--- src/hw/l1dPkg.sv ---
// Shared constants and types for the L1 data cache.
// Holds the TileLink-UL opcodes, the word size and the controller state encoding.
// Referenced by scoped name from the RTL and the bus model.

`default_nettype none

package l1dPkg;

    // ************************************************************************
    // word geometry
    // ************************************************************************
    localparam int wordBits = 32;                       // data and address width

    // ************************************************************************
    // TileLink-UL channel encodings
    // ************************************************************************
    localparam logic [2:0] opPut           = 3'd0;      // A: PutFullData
    localparam logic [2:0] opGet           = 3'd4;      // A: Get
    localparam logic [2:0] opAccessAck     = 3'd0;      // D: ack for a put
    localparam logic [2:0] opAccessAckData = 3'd1;      // D: ack with read data

    localparam logic [3:0] sizeWord = 4'd2;             // 2^2 bytes, one word

    // ************************************************************************
    // controller FSM
    // ************************************************************************
    typedef enum logic [1:0] {
        stIdle       = 2'b00,                           // waiting or doing a lookup
        stWriteBus   = 2'b01,                           // write-back of a dirty victim
        stReadBus    = 2'b10,                           // fill from the bus
        stWriteCache = 2'b11                            // one cycle to install the fill
    } ctrlState;

endpackage

`default_nettype wire

--- src/hw/l1dCacheArray.sv ---
// Direct-mapped storage of the data cache, one word per line.
// Per-line valid, dirty, tag and data; the read port is registered,
// so a line appears one cycle after its index. One write port.

`default_nettype none

module l1dCacheArray #(
    parameter int indexBits = 4
) (
    input  wire                                      clk,
    input  wire                                      rst_n,
    input  wire  [indexBits-1:0]                     rdIndex,
    input  wire                                      wrEn,
    input  wire  [indexBits-1:0]                     wrIndex,
    input  wire  [l1dPkg::wordBits-indexBits-3:0]    wrTag,
    input  wire  [l1dPkg::wordBits-1:0]              wrData,
    input  wire                                      wrDirty,
    output logic [l1dPkg::wordBits-indexBits-3:0]    rdTag,
    output logic                                     rdValid,
    output logic                                     rdDirty,
    output logic [l1dPkg::wordBits-1:0]              rdData
);

    localparam int lines   = 1 << indexBits;
    localparam int tagBits = l1dPkg::wordBits - indexBits - 2;   // above index and byte offset

    logic [lines-1:0]                  validQ;          // line holds a word
    logic [lines-1:0]                  dirtyQ;          // word differs from memory
    logic [tagBits-1:0]                tagMem  [lines];
    logic [l1dPkg::wordBits-1:0]       dataMem [lines];

    // status bits, cleared by reset
    always_ff @(posedge clk or negedge rst_n)
    begin
        if (!rst_n)
        begin
            validQ <= '0;
            dirtyQ <= '0;
            rdValid <= 1'b0;
            rdDirty <= 1'b0;
        end
        else
        begin
            rdValid <= validQ[rdIndex];                 // old value on a same-edge write
            rdDirty <= dirtyQ[rdIndex];
            if (wrEn)
            begin
                validQ[wrIndex] <= 1'b1;                // any write installs the line
                dirtyQ[wrIndex] <= wrDirty;
            end
        end
    end

    // tag and data arrays
    always_ff @(posedge clk)
    begin
        rdTag  <= tagMem[rdIndex];
        rdData <= dataMem[rdIndex];
        if (wrEn)
        begin
            tagMem[wrIndex]  <= wrTag;
            dataMem[wrIndex] <= wrData;
        end
    end

endmodule

`default_nettype wire

--- src/hw/l1dControl.sv ---
// Cache controller FSM.
// Latches a core request, compares the stored tag one cycle later and
// either answers a hit or walks write-back, fill and install on a miss.
// The bus port turns the state into A/D channel traffic.

`default_nettype none

module l1dControl #(
    parameter int indexBits = 4
) (
    input  wire                                      clk,
    input  wire                                      rst_n,
    // core side
    input  wire                                      reqValid,
    input  wire                                      reqWrite,
    input  wire  [l1dPkg::wordBits-1:0]              reqAddr,
    input  wire  [l1dPkg::wordBits-1:0]              reqWdata,
    output logic                                     respValid,
    output logic [l1dPkg::wordBits-1:0]              respRdata,
    output logic                                     respError,
    output logic                                     busy,
    // array side
    output logic [indexBits-1:0]                     rdIndex,
    output logic                                     wrEn,
    output logic [indexBits-1:0]                     wrIndex,
    output logic [l1dPkg::wordBits-indexBits-3:0]    wrTag,
    output logic [l1dPkg::wordBits-1:0]              wrData,
    output logic                                     wrDirty,
    input  wire  [l1dPkg::wordBits-indexBits-3:0]    rdTag,
    input  wire                                      rdValid,
    input  wire                                      rdDirty,
    input  wire  [l1dPkg::wordBits-1:0]              rdData,
    // bus port side
    output l1dPkg::ctrlState                         state,
    output logic [l1dPkg::wordBits-1:0]              evictAddr,
    output logic [l1dPkg::wordBits-1:0]              evictData,
    input  wire                                      putDone,
    input  wire                                      getDone,
    input  wire                                      busFault,
    input  wire  [l1dPkg::wordBits-1:0]              fillData
);

    localparam int tagBits = l1dPkg::wordBits - indexBits - 2;

    logic                              lookupQ;         // array read in flight
    logic                              reqWriteQ;
    logic [l1dPkg::wordBits-1:0]       reqAddrQ;
    logic [l1dPkg::wordBits-1:0]       reqWdataQ;
    logic [indexBits-1:0]              reqIndex;
    logic [tagBits-1:0]                reqTag;
    logic                              accept;
    logic                              hit;

    assign reqIndex = reqAddrQ[indexBits+1:2];
    assign reqTag   = reqAddrQ[l1dPkg::wordBits-1:indexBits+2];

    // busy covers lookup, the whole miss and the response cycle
    assign busy   = lookupQ || (state != l1dPkg::stIdle) || respValid;
    assign accept = reqValid && !busy;
    assign hit    = rdValid && (rdTag == reqTag);

    assign rdIndex = busy ? reqIndex : reqAddr[indexBits+1:2];   // keep reading the held line

    // victim address while writing back, request word address while filling
    assign evictAddr = (state == l1dPkg::stWriteBus) ? {rdTag, reqIndex, 2'b00}
                                                     : {reqAddrQ[l1dPkg::wordBits-1:2], 2'b00};
    assign evictData = rdData;                          // line is not written during WriteBus

    // ************************************************************************
    // array write
    // ************************************************************************
    always_comb
    begin
        wrEn    = 1'b0;
        wrIndex = reqIndex;
        wrTag   = reqTag;
        wrData  = reqWdataQ;
        wrDirty = 1'b1;
        if (lookupQ && hit && reqWriteQ)
        begin
            wrEn = 1'b1;                                // write hit, mark dirty
        end
        else if (state == l1dPkg::stWriteCache)
        begin
            wrEn    = 1'b1;
            wrData  = reqWriteQ ? reqWdataQ : fillData; // write miss overwrites the fill
            wrDirty = reqWriteQ;
        end
    end

    // ************************************************************************
    // FSM and response strobe
    // ************************************************************************
    always_ff @(posedge clk or negedge rst_n)
    begin
        if (!rst_n)
        begin
            state     <= l1dPkg::stIdle;
            lookupQ   <= 1'b0;
            respValid <= 1'b0;
            respError <= 1'b0;
        end
        else
        begin
            lookupQ   <= accept;
            respValid <= 1'b0;                          // one-cycle pulse
            case (state)
                l1dPkg::stIdle:
                begin
                    if (lookupQ && hit)
                    begin
                        respValid <= 1'b1;
                        respError <= 1'b0;
                    end
                    else if (lookupQ && rdValid && rdDirty)
                        state <= l1dPkg::stWriteBus;    // evict first
                    else if (lookupQ)
                        state <= l1dPkg::stReadBus;     // clean or empty line
                end
                l1dPkg::stWriteBus:
                begin
                    if (putDone && busFault)
                    begin
                        respValid <= 1'b1;
                        respError <= 1'b1;
                        state     <= l1dPkg::stIdle;
                    end
                    else if (putDone)
                        state <= l1dPkg::stReadBus;
                end
                l1dPkg::stReadBus:
                begin
                    if (getDone && busFault)
                    begin
                        respValid <= 1'b1;              // line is left unfilled
                        respError <= 1'b1;
                        state     <= l1dPkg::stIdle;
                    end
                    else if (getDone)
                        state <= l1dPkg::stWriteCache;
                end
                default:
                begin
                    respValid <= 1'b1;                  // install done
                    respError <= 1'b0;
                    state     <= l1dPkg::stIdle;
                end
            endcase
        end
    end

    // request and read data registers
    always_ff @(posedge clk)
    begin
        if (accept)
        begin
            reqWriteQ <= reqWrite;
            reqAddrQ  <= reqAddr;
            reqWdataQ <= reqWdata;
        end
        if (lookupQ && hit)
            respRdata <= reqWriteQ ? reqWdataQ : rdData;
        else if (state == l1dPkg::stWriteCache)
            respRdata <= wrData;
    end

endmodule

`default_nettype wire

--- src/hw/l1dBusPort.sv ---
// TileLink-UL A/D channel port of the data cache.
// Builds Put or Get beats from the controller state and accepts D beats,
// turning matching acks into done pulses with a fault level.

`default_nettype none

module l1dBusPort #(
    parameter logic [4:0] sourceId = 5'd1
) (
    input  wire                                  clk,
    input  wire                                  rst_n,
    input  var   l1dPkg::ctrlState               state,
    input  wire  [l1dPkg::wordBits-1:0]          evictAddr,
    input  wire  [l1dPkg::wordBits-1:0]          evictData,
    // A channel
    output logic                                 aValid,
    input  wire                                  aReady,
    output logic [l1dPkg::wordBits-1:0]          aAddress,
    output logic [2:0]                           aOpcode,
    output logic [3:0]                           aSize,
    output logic [3:0]                           aMask,
    output logic [l1dPkg::wordBits-1:0]          aData,
    output logic [2:0]                           aParam,
    output logic [4:0]                           aSource,
    output logic                                 aCorrupt,
    // D channel
    input  wire                                  dValid,
    output logic                                 dReady,
    input  wire  [2:0]                           dOpcode,
    input  wire  [l1dPkg::wordBits-1:0]          dData,
    input  wire  [1:0]                           dParam,    // reserved, always zero on UL
    input  wire  [1:0]                           dSink,     // slave id, not checked
    input  wire  [4:0]                           dSource,
    input  wire                                  dDenied,
    input  wire                                  dCorrupt,
    input  wire  [3:0]                           dSize,
    // controller side
    output logic                                 putDone,
    output logic                                 getDone,
    output logic                                 busFault,
    output logic [l1dPkg::wordBits-1:0]          fillData
);

    logic sent;                                         // A beat taken, waiting for D
    logic inBus;                                        // controller wants the bus
    logic beat;                                         // D handshake this cycle
    logic idOk;                                         // source and size match

    assign inBus = (state == l1dPkg::stWriteBus) || (state == l1dPkg::stReadBus);

    // ************************************************************************
    // A channel, fields follow the state and hold until the handshake
    // ************************************************************************
    assign aValid   = inBus && !sent;
    assign aAddress = evictAddr;
    assign aOpcode  = (state == l1dPkg::stWriteBus) ? l1dPkg::opPut : l1dPkg::opGet;
    assign aSize    = l1dPkg::sizeWord;
    assign aMask    = 4'hf;                             // full word only
    assign aData    = evictData;
    assign aParam   = 3'd0;
    assign aSource  = sourceId;
    assign aCorrupt = 1'b0;                             // no ECC

    // ************************************************************************
    // D channel, unmatched beats are taken and dropped
    // ************************************************************************
    assign dReady   = inBus && sent;
    assign beat     = dValid && dReady;
    assign idOk     = (dSource == sourceId) && (dSize == l1dPkg::sizeWord);
    assign putDone  = beat && idOk && (state == l1dPkg::stWriteBus)
                      && (dOpcode == l1dPkg::opAccessAck);
    assign getDone  = beat && idOk && (state == l1dPkg::stReadBus)
                      && (dOpcode == l1dPkg::opAccessAckData);
    assign busFault = (putDone || getDone) && (dDenied || dCorrupt);

    always_ff @(posedge clk or negedge rst_n)
    begin
        if (!rst_n)
            sent <= 1'b0;
        else if (!inBus || putDone || getDone)
            sent <= 1'b0;                               // next bus state asks afresh
        else if (aValid && aReady)
            sent <= 1'b1;
    end

    // fill word held for the install cycle
    always_ff @(posedge clk)
    begin
        if (getDone)
            fillData <= dData;
    end

endmodule

`default_nettype wire

--- src/hw/l1dTop.sv ---
// Top level of the write-back L1 data cache.
// Core side uses request/response strobes, bus side is TileLink-UL A and D.
// Only connects the array, the controller and the bus port.

`default_nettype none

module l1dTop #(
    parameter int         indexBits = 4,
    parameter logic [4:0] sourceId  = 5'd1
) (
    input  wire                                  clk,
    input  wire                                  rst_n,
    // core side
    input  wire                                  reqValid,
    input  wire                                  reqWrite,
    input  wire  [l1dPkg::wordBits-1:0]          reqAddr,
    input  wire  [l1dPkg::wordBits-1:0]          reqWdata,
    output logic                                 respValid,
    output logic [l1dPkg::wordBits-1:0]          respRdata,
    output logic                                 respError,
    output logic                                 busy,
    // A channel
    output logic                                 aValid,
    input  wire                                  aReady,
    output logic [l1dPkg::wordBits-1:0]          aAddress,
    output logic [2:0]                           aOpcode,
    output logic [3:0]                           aSize,
    output logic [3:0]                           aMask,
    output logic [l1dPkg::wordBits-1:0]          aData,
    output logic [2:0]                           aParam,
    output logic [4:0]                           aSource,
    output logic                                 aCorrupt,
    // D channel
    input  wire                                  dValid,
    output logic                                 dReady,
    input  wire  [2:0]                           dOpcode,
    input  wire  [l1dPkg::wordBits-1:0]          dData,
    input  wire  [1:0]                           dParam,
    input  wire  [4:0]                           dSource,
    input  wire  [1:0]                           dSink,
    input  wire                                  dDenied,
    input  wire                                  dCorrupt,
    input  wire  [3:0]                           dSize
);

    // controller to array
    logic [indexBits-1:0]                        rdIndex;
    logic                                        wrEn;
    logic [indexBits-1:0]                        wrIndex;
    logic [l1dPkg::wordBits-indexBits-3:0]       wrTag;
    logic [l1dPkg::wordBits-1:0]                 wrData;
    logic                                        wrDirty;
    logic [l1dPkg::wordBits-indexBits-3:0]       rdTag;
    logic                                        rdValid;
    logic                                        rdDirty;
    logic [l1dPkg::wordBits-1:0]                 rdData;
    // controller to bus port
    l1dPkg::ctrlState                            state;
    logic [l1dPkg::wordBits-1:0]                 evictAddr;
    logic [l1dPkg::wordBits-1:0]                 evictData;
    logic                                        putDone;
    logic                                        getDone;
    logic                                        busFault;
    logic [l1dPkg::wordBits-1:0]                 fillData;

    l1dCacheArray #(.indexBits(indexBits)) cacheArray (.*);

    l1dControl #(.indexBits(indexBits)) control (.*);

    l1dBusPort #(.sourceId(sourceId)) busPort (.*);

endmodule

`default_nettype wire

--- config.mk ---
export PLATFORM = sky130hd
export DESIGN_NAME = l1dTop
export DESIGN_NICKNAME = d
export VERILOG_FILES = /design/src/hw/l1dPkg.sv /design/src/hw/l1dCacheArray.sv /design/src/hw/l1dControl.sv /design/src/hw/l1dBusPort.sv /design/src/hw/l1dTop.sv
export SDC_FILE = /design/constraint.sdc
export NUM_CORES = 1
export LEC_CHECK = 0
export ABC_AREA = 1
export BUFFER_PORTS_ARGS = -buffer_cell sky130_fd_sc_hd__buf_2
export CAP_MARGIN = 20
export CORE_MARGIN = 2
export CORE_UTILIZATION = 28
export CTS_CLUSTER_DIAMETER = 40
export DETAILED_ROUTE_END_ITERATION = 12
export GPL_ROUTABILITY_DRIVEN = 0
export MAX_ROUTING_LAYER = met4
export PLACE_DENSITY = 0.47
export REMOVE_ABC_BUFFERS = 1
export SYNTH_ARGS = -nofsm -noshare
export SYNTH_HDL_FRONTEND = slang
export SYNTH_SLANG_ARGS = --single-unit
--- constraint.sdc ---
create_clock -name clk -period 5.2 [get_ports clk]
set_clock_uncertainty 0.1 [all_clocks]
set_input_delay 0.26 -clock clk [delete_from_list [all_inputs] [get_ports clk]]
set_output_delay 0.26 -clock clk [all_outputs]
set_load 0.02 [all_outputs]
==> flow_results.xml <==
<?xml version="1.0" encoding="UTF-8"?>
<metrics>
  <group name="cells_and_area">
    <metric name="layout.cells.most_common" unit="">sky130_fd_sc_hd__edfxtp_1</metric>
    <metric name="net_total_in_the_final_layout" unit="">4351</metric>
    <metric name="layoutNonFillerInstCount" unit="">6582</metric>
    <metric name="final_area" unit="sq um">58630</metric>
    <metric name="proportion_of_layout_cells_with_a_drive_suffix_above_1" unit="%">15.71</metric>
    <metric name="most-common-layout-cells" unit="">sky130_fd_sc_hd__edfxtp_1 (1,055), sky130_fd_sc_hd__nand2_1 (568), sky130_fd_sc_hd__nor2_1 (451)</metric>
    <metric name="syn2layout_area_growth" unit="%">25.88</metric>
  </group>
  <group name="synth">
    <metric name="synth_cells" unit="">3818</metric>
    <metric name="syn-cell-area" unit="sq um">46570</metric>
    <metric name="yosys.area.top_type" unit="">sky130_fd_sc_hd__edfxtp_1</metric>
    <metric name="synth.yosys.seq_area_share" unit="%">72.66</metric>
    <metric name="synth-edff-count" unit="">1055</metric>
    <metric name="ys.flop_type" unit="">sky130_fd_sc_hd__edfxtp_1</metric>
    <metric name="synth-async-reset-ratio" unit="%">3.469</metric>
    <metric name="ys.warnings.count" unit="">0</metric>
    <metric name="ys_ff_latch" unit="">1153</metric>
    <metric name="synth_top_cell_area_share" unit="%">68.02</metric>
    <metric name="mean_cell_area_of_the_mapped_netlist" unit="sq um">12.20</metric>
    <metric name="count_of_cell_types_in_the_netlist" unit="">28</metric>
    <metric name="top_area_cells_in_the_synthesized_netlist" unit="">sky130_fd_sc_hd__edfxtp_1 (68%), sky130_fd_sc_hd__nand2_1 (4.6%), sky130_fd_sc_hd__o211ai_1 (4.5%)</metric>
  </group>
  <group name="run_status">
    <metric name="status" unit="">complete, no violations</metric>
  </group>
  <group name="cts">
    <metric name="clockRootBuffer" unit="">sky130_fd_sc_hd__clkbuf_16</metric>
    <metric name="cts-resized-gates" unit="">0</metric>
    <metric name="clockBufferDepth" unit="">3</metric>
    <metric name="h_tree_depth" unit="">4</metric>
    <metric name="postCtsHoldBufs" unit="">146</metric>
    <metric name="insertion_delay" unit="ps">810</metric>
    <metric name="cts.reportedPaths.clkPinSlew" unit="ps">50</metric>
    <metric name="tritoncts.num_buffers" unit="">188</metric>
    <metric name="clock_sinks" unit="">1153</metric>
    <metric name="tritoncts_clock_tree" unit="">done</metric>
    <metric name="post-cts-setup-buffers" unit="">0</metric>
  </group>
  <group name="timing">
    <metric name="worst_slew_margin_relative_to_its_limit" unit="%">26.45</metric>
    <metric name="max_freq" unit="MHz">251.4</metric>
    <metric name="worst_slew_pin_slew" unit="ps">1099</metric>
    <metric name="final_period_minus_worst_setup_slack" unit="ps">3978</metric>
    <metric name="timing_max_transition_violations_final" unit="">0</metric>
    <metric name="setup_repair_after_global_routing_missed_its_margin" unit="">false</metric>
    <metric name="final-hold-violation-count" unit="">0</metric>
    <metric name="final-setup-viol-count" unit="">0</metric>
    <metric name="post-route-period-util" unit="%">76.49</metric>
  </group>
  <group name="grt">
    <metric name="antenna_found_initial" unit="">3</metric>
    <metric name="vias_in_the_first_global_route" unit="">29252</metric>
    <metric name="overflow" unit="">0</metric>
    <metric name="grt_max_degree" unit="">192</metric>
    <metric name="grt_pass1_wl" unit="mm">195.6</metric>
    <metric name="grt.total_usage" unit="%">16.01</metric>
  </group>
  <group name="critical_path">
    <metric name="critPathSlowestCell" unit="">sky130_fd_sc_hd__clkinv_2</metric>
    <metric name="timing.critical_path.max_delay_family" unit="">buffers and inverters</metric>
    <metric name="cp_data_required_time" unit="ps">5790</metric>
    <metric name="critical_path.max_stage_delay" unit="ps">980</metric>
    <metric name="crit_arrival" unit="ps">4570</metric>
    <metric name="worstPathCellList" unit="">inv_1 -&gt; ha_1 -&gt; nand3_1 -&gt; buf_4 -&gt; o21ai_4 -&gt; clkinv_2 -&gt; buf_4 -&gt; nand3_1 -&gt; nand2_1</metric>
    <metric name="crit_type" unit="">reg -&gt; reg</metric>
    <metric name="worst-path-buf-inv" unit="">4</metric>
    <metric name="critical_path_peak_fanout" unit="">28</metric>
    <metric name="end_kind" unit="">register</metric>
    <metric name="worstSetupStartpointType" unit="">register</metric>
  </group>
  <group name="detailed_routing">
    <metric name="routedWlPerCell" unit="microns">20.12</metric>
    <metric name="antenna_violating_nets_post_route" unit="">0</metric>
    <metric name="drc_errors" unit="">0</metric>
    <metric name="dr_pass1_iterations" unit="">5</metric>
    <metric name="drt_first_iter_violations" unit="">2316</metric>
    <metric name="vias_per_cell" unit="">4.524</metric>
    <metric name="route.final.wire_length" unit="mm">132.5</metric>
    <metric name="num_vias" unit="">29776</metric>
  </group>
  <group name="power">
    <metric name="power_per_cell_area" unit="nW/um^2">608.3</metric>
    <metric name="total_power" unit="uW">35660</metric>
    <metric name="vdd_drop_max" unit="mV">0.6537</metric>
    <metric name="p_leak" unit="uW">0.02175</metric>
  </group>
  <group name="floorplanning">
    <metric name="design.die.area" unit="sq um">169600</metric>
    <metric name="core.rowCount" unit="">149</metric>
    <metric name="die_width" unit="microns">411.8</metric>
    <metric name="num_io_pins" unit="">241</metric>
    <metric name="die_height" unit="microns">411.8</metric>
    <metric name="start_util" unit="%">28.23</metric>
    <metric name="fp.coreArea" unit="sq um">165000</metric>
  </group>
  <group name="job">
    <metric name="cap_violations" unit="">0</metric>
  </group>
  <group name="hold_path">
    <metric name="holdCritPathClass" unit="">in -&gt; reg</metric>
  </group>
  <group name="placement">
    <metric name="postPlaceCellArea" unit="sq um">50350</metric>
    <metric name="numPortBuffers" unit="">213</metric>
    <metric name="placedCellCount" unit="">6078</metric>
    <metric name="detailed_place_hpwl" unit="mm">72.85</metric>
  </group>
</metrics>
[flip-flops by register name, indices dropped and copies added, names as in the netlist]
register            flops
cacheArray.tagMem     416
control.reqWdataQ      32
control.reqAddrQ       30
cacheArray.rdValid      1
cacheArray.dirtyQ      16
cacheArray.dataMem    512
busPort.fillData       32
control.respError       1
cacheArray.rdTag       26
cacheArray.validQ      16
control.lookupQ         1
control.reqWriteQ       1
control.respValid       1
control.state           2
busPort.sent            1
cacheArray.rdDirty      1
cacheArray.rdData      32
control.respRdata      32
[synthesized netlist by cell type, types with 4 or more instances]
cell / instances
sky130_fd_sc_hd__o211ai_1: 278
sky130_fd_sc_hd__o21ai_0: 260
sky130_fd_sc_hd__inv_1: 365
sky130_fd_sc_hd__buf_4: 23
sky130_fd_sc_hd__buf_1: 11
sky130_fd_sc_hd__clkbuf_1: 76
sky130_fd_sc_hd__dfrtp_1: 40
sky130_fd_sc_hd__nand2_1: 570
sky130_fd_sc_hd__buf_2: 132
sky130_fd_sc_hd__xnor2_1: 17
sky130_fd_sc_hd__mux2i_1: 32
sky130_fd_sc_hd__o21ai_1: 4
sky130_fd_sc_hd__a21oi_1: 5
sky130_fd_sc_hd__nand3_1: 389
sky130_fd_sc_hd__mux2_2: 32
sky130_fd_sc_hd__edfxtp_1: 1055
sky130_fd_sc_hd__ha_1: 4
sky130_fd_sc_hd__dfxtp_1: 58
sky130_fd_sc_hd__nor2_1: 452
[per-stage QoR]
stage | setup slack, ps | hold slack (ps) | setup TNS, ps | util, %
6_report | 1222 | 77.79 | 0 | 35.53
5_1_grt | 1018 | 44.33 | 0 | 35.53
4_1_cts | 1118 | 0.06867 | 0 | 35.51
3_5_place_dp | 1162 | 337.8 | 0 | 30.52
3_3_place_gp | 1133 | 333.3 | 0 | 30.52
2_1_floorplan | -29500 | -135.6 | -1567780 | -
[cell type report]
class,instances,area [sq um]
fillers,15997,106400
flip-flops and latches,1153,33840
multi-input cells,2075,10320
clock buffers,220,5006
repair buffers,442,3516
well taps,2189,2739
clock inverters,135,1775
inverters,367,1424
diodes,1,2.502
[cells by family after synthesis]
logic type,after synthesis,share of synthesized area [%]
adder cells (fa/ha/maj),4,0.1075
AND/OR/NAND/NOR,1417,12.49
buffers and inverters,609,5.448
XOR/XNOR,19,0.3573
AO/OA/AOI/OAI,550,7.450
flip-flops,1153,72.66
multiplexers,64,1.461
other,2,0.01613
[worst register-to-register path: stages, from the launching register on]
cell                       delay (ps)
sky130_fd_sc_hd__dfrtp_1          410
sky130_fd_sc_hd__inv_1             90
sky130_fd_sc_hd__ha_1             290
sky130_fd_sc_hd__nand3_1          110
sky130_fd_sc_hd__buf_4            210
sky130_fd_sc_hd__o21ai_4          840
sky130_fd_sc_hd__clkinv_2        1010
sky130_fd_sc_hd__buf_4            530
sky130_fd_sc_hd__nand3_1          210
sky130_fd_sc_hd__nand2_1           70
[power breakdown]
| part | internal (uW) | switching, uW |
|---|---|---|
| logic | 3120 | 7380 |
| clock network | 8400 | 4790 |
| registers | 11400 | 612 |
[worst paths after layout]
| path | startpoint | to | depth (start not counted) | slack, ps |
|---|---|---|---|---|
| hold / removal | dData[30] | busPort.fillData[30] | 2 | 80 |
| setup / recovery | control.state[0] | cacheArray.rdData[27] | 9 | 1220 |
| setup reg to reg | control.state[0] | cacheArray.rdData[27] | 9 | 1220 |
| hold reg to reg | cacheArray.validQ[3] | cacheArray.validQ[3] | 2 | 350 |
| min in group asynchronous | rst_n | busPort.sent | 3 | 260 |
| max in group asynchronous | rst_n | cacheArray.validQ[11] | 4 | 4290 |
[metal layers]
metal  GRT usage (%)  part of all wire (%)  wire [microns]
met5               -                     0               0
met4           4.124                   1.8            2409
met1           21.13                    46           61460
met3           2.692                   4.3            5749
met2           25.54                    47           62840
(Power assumes the default switching activity.)
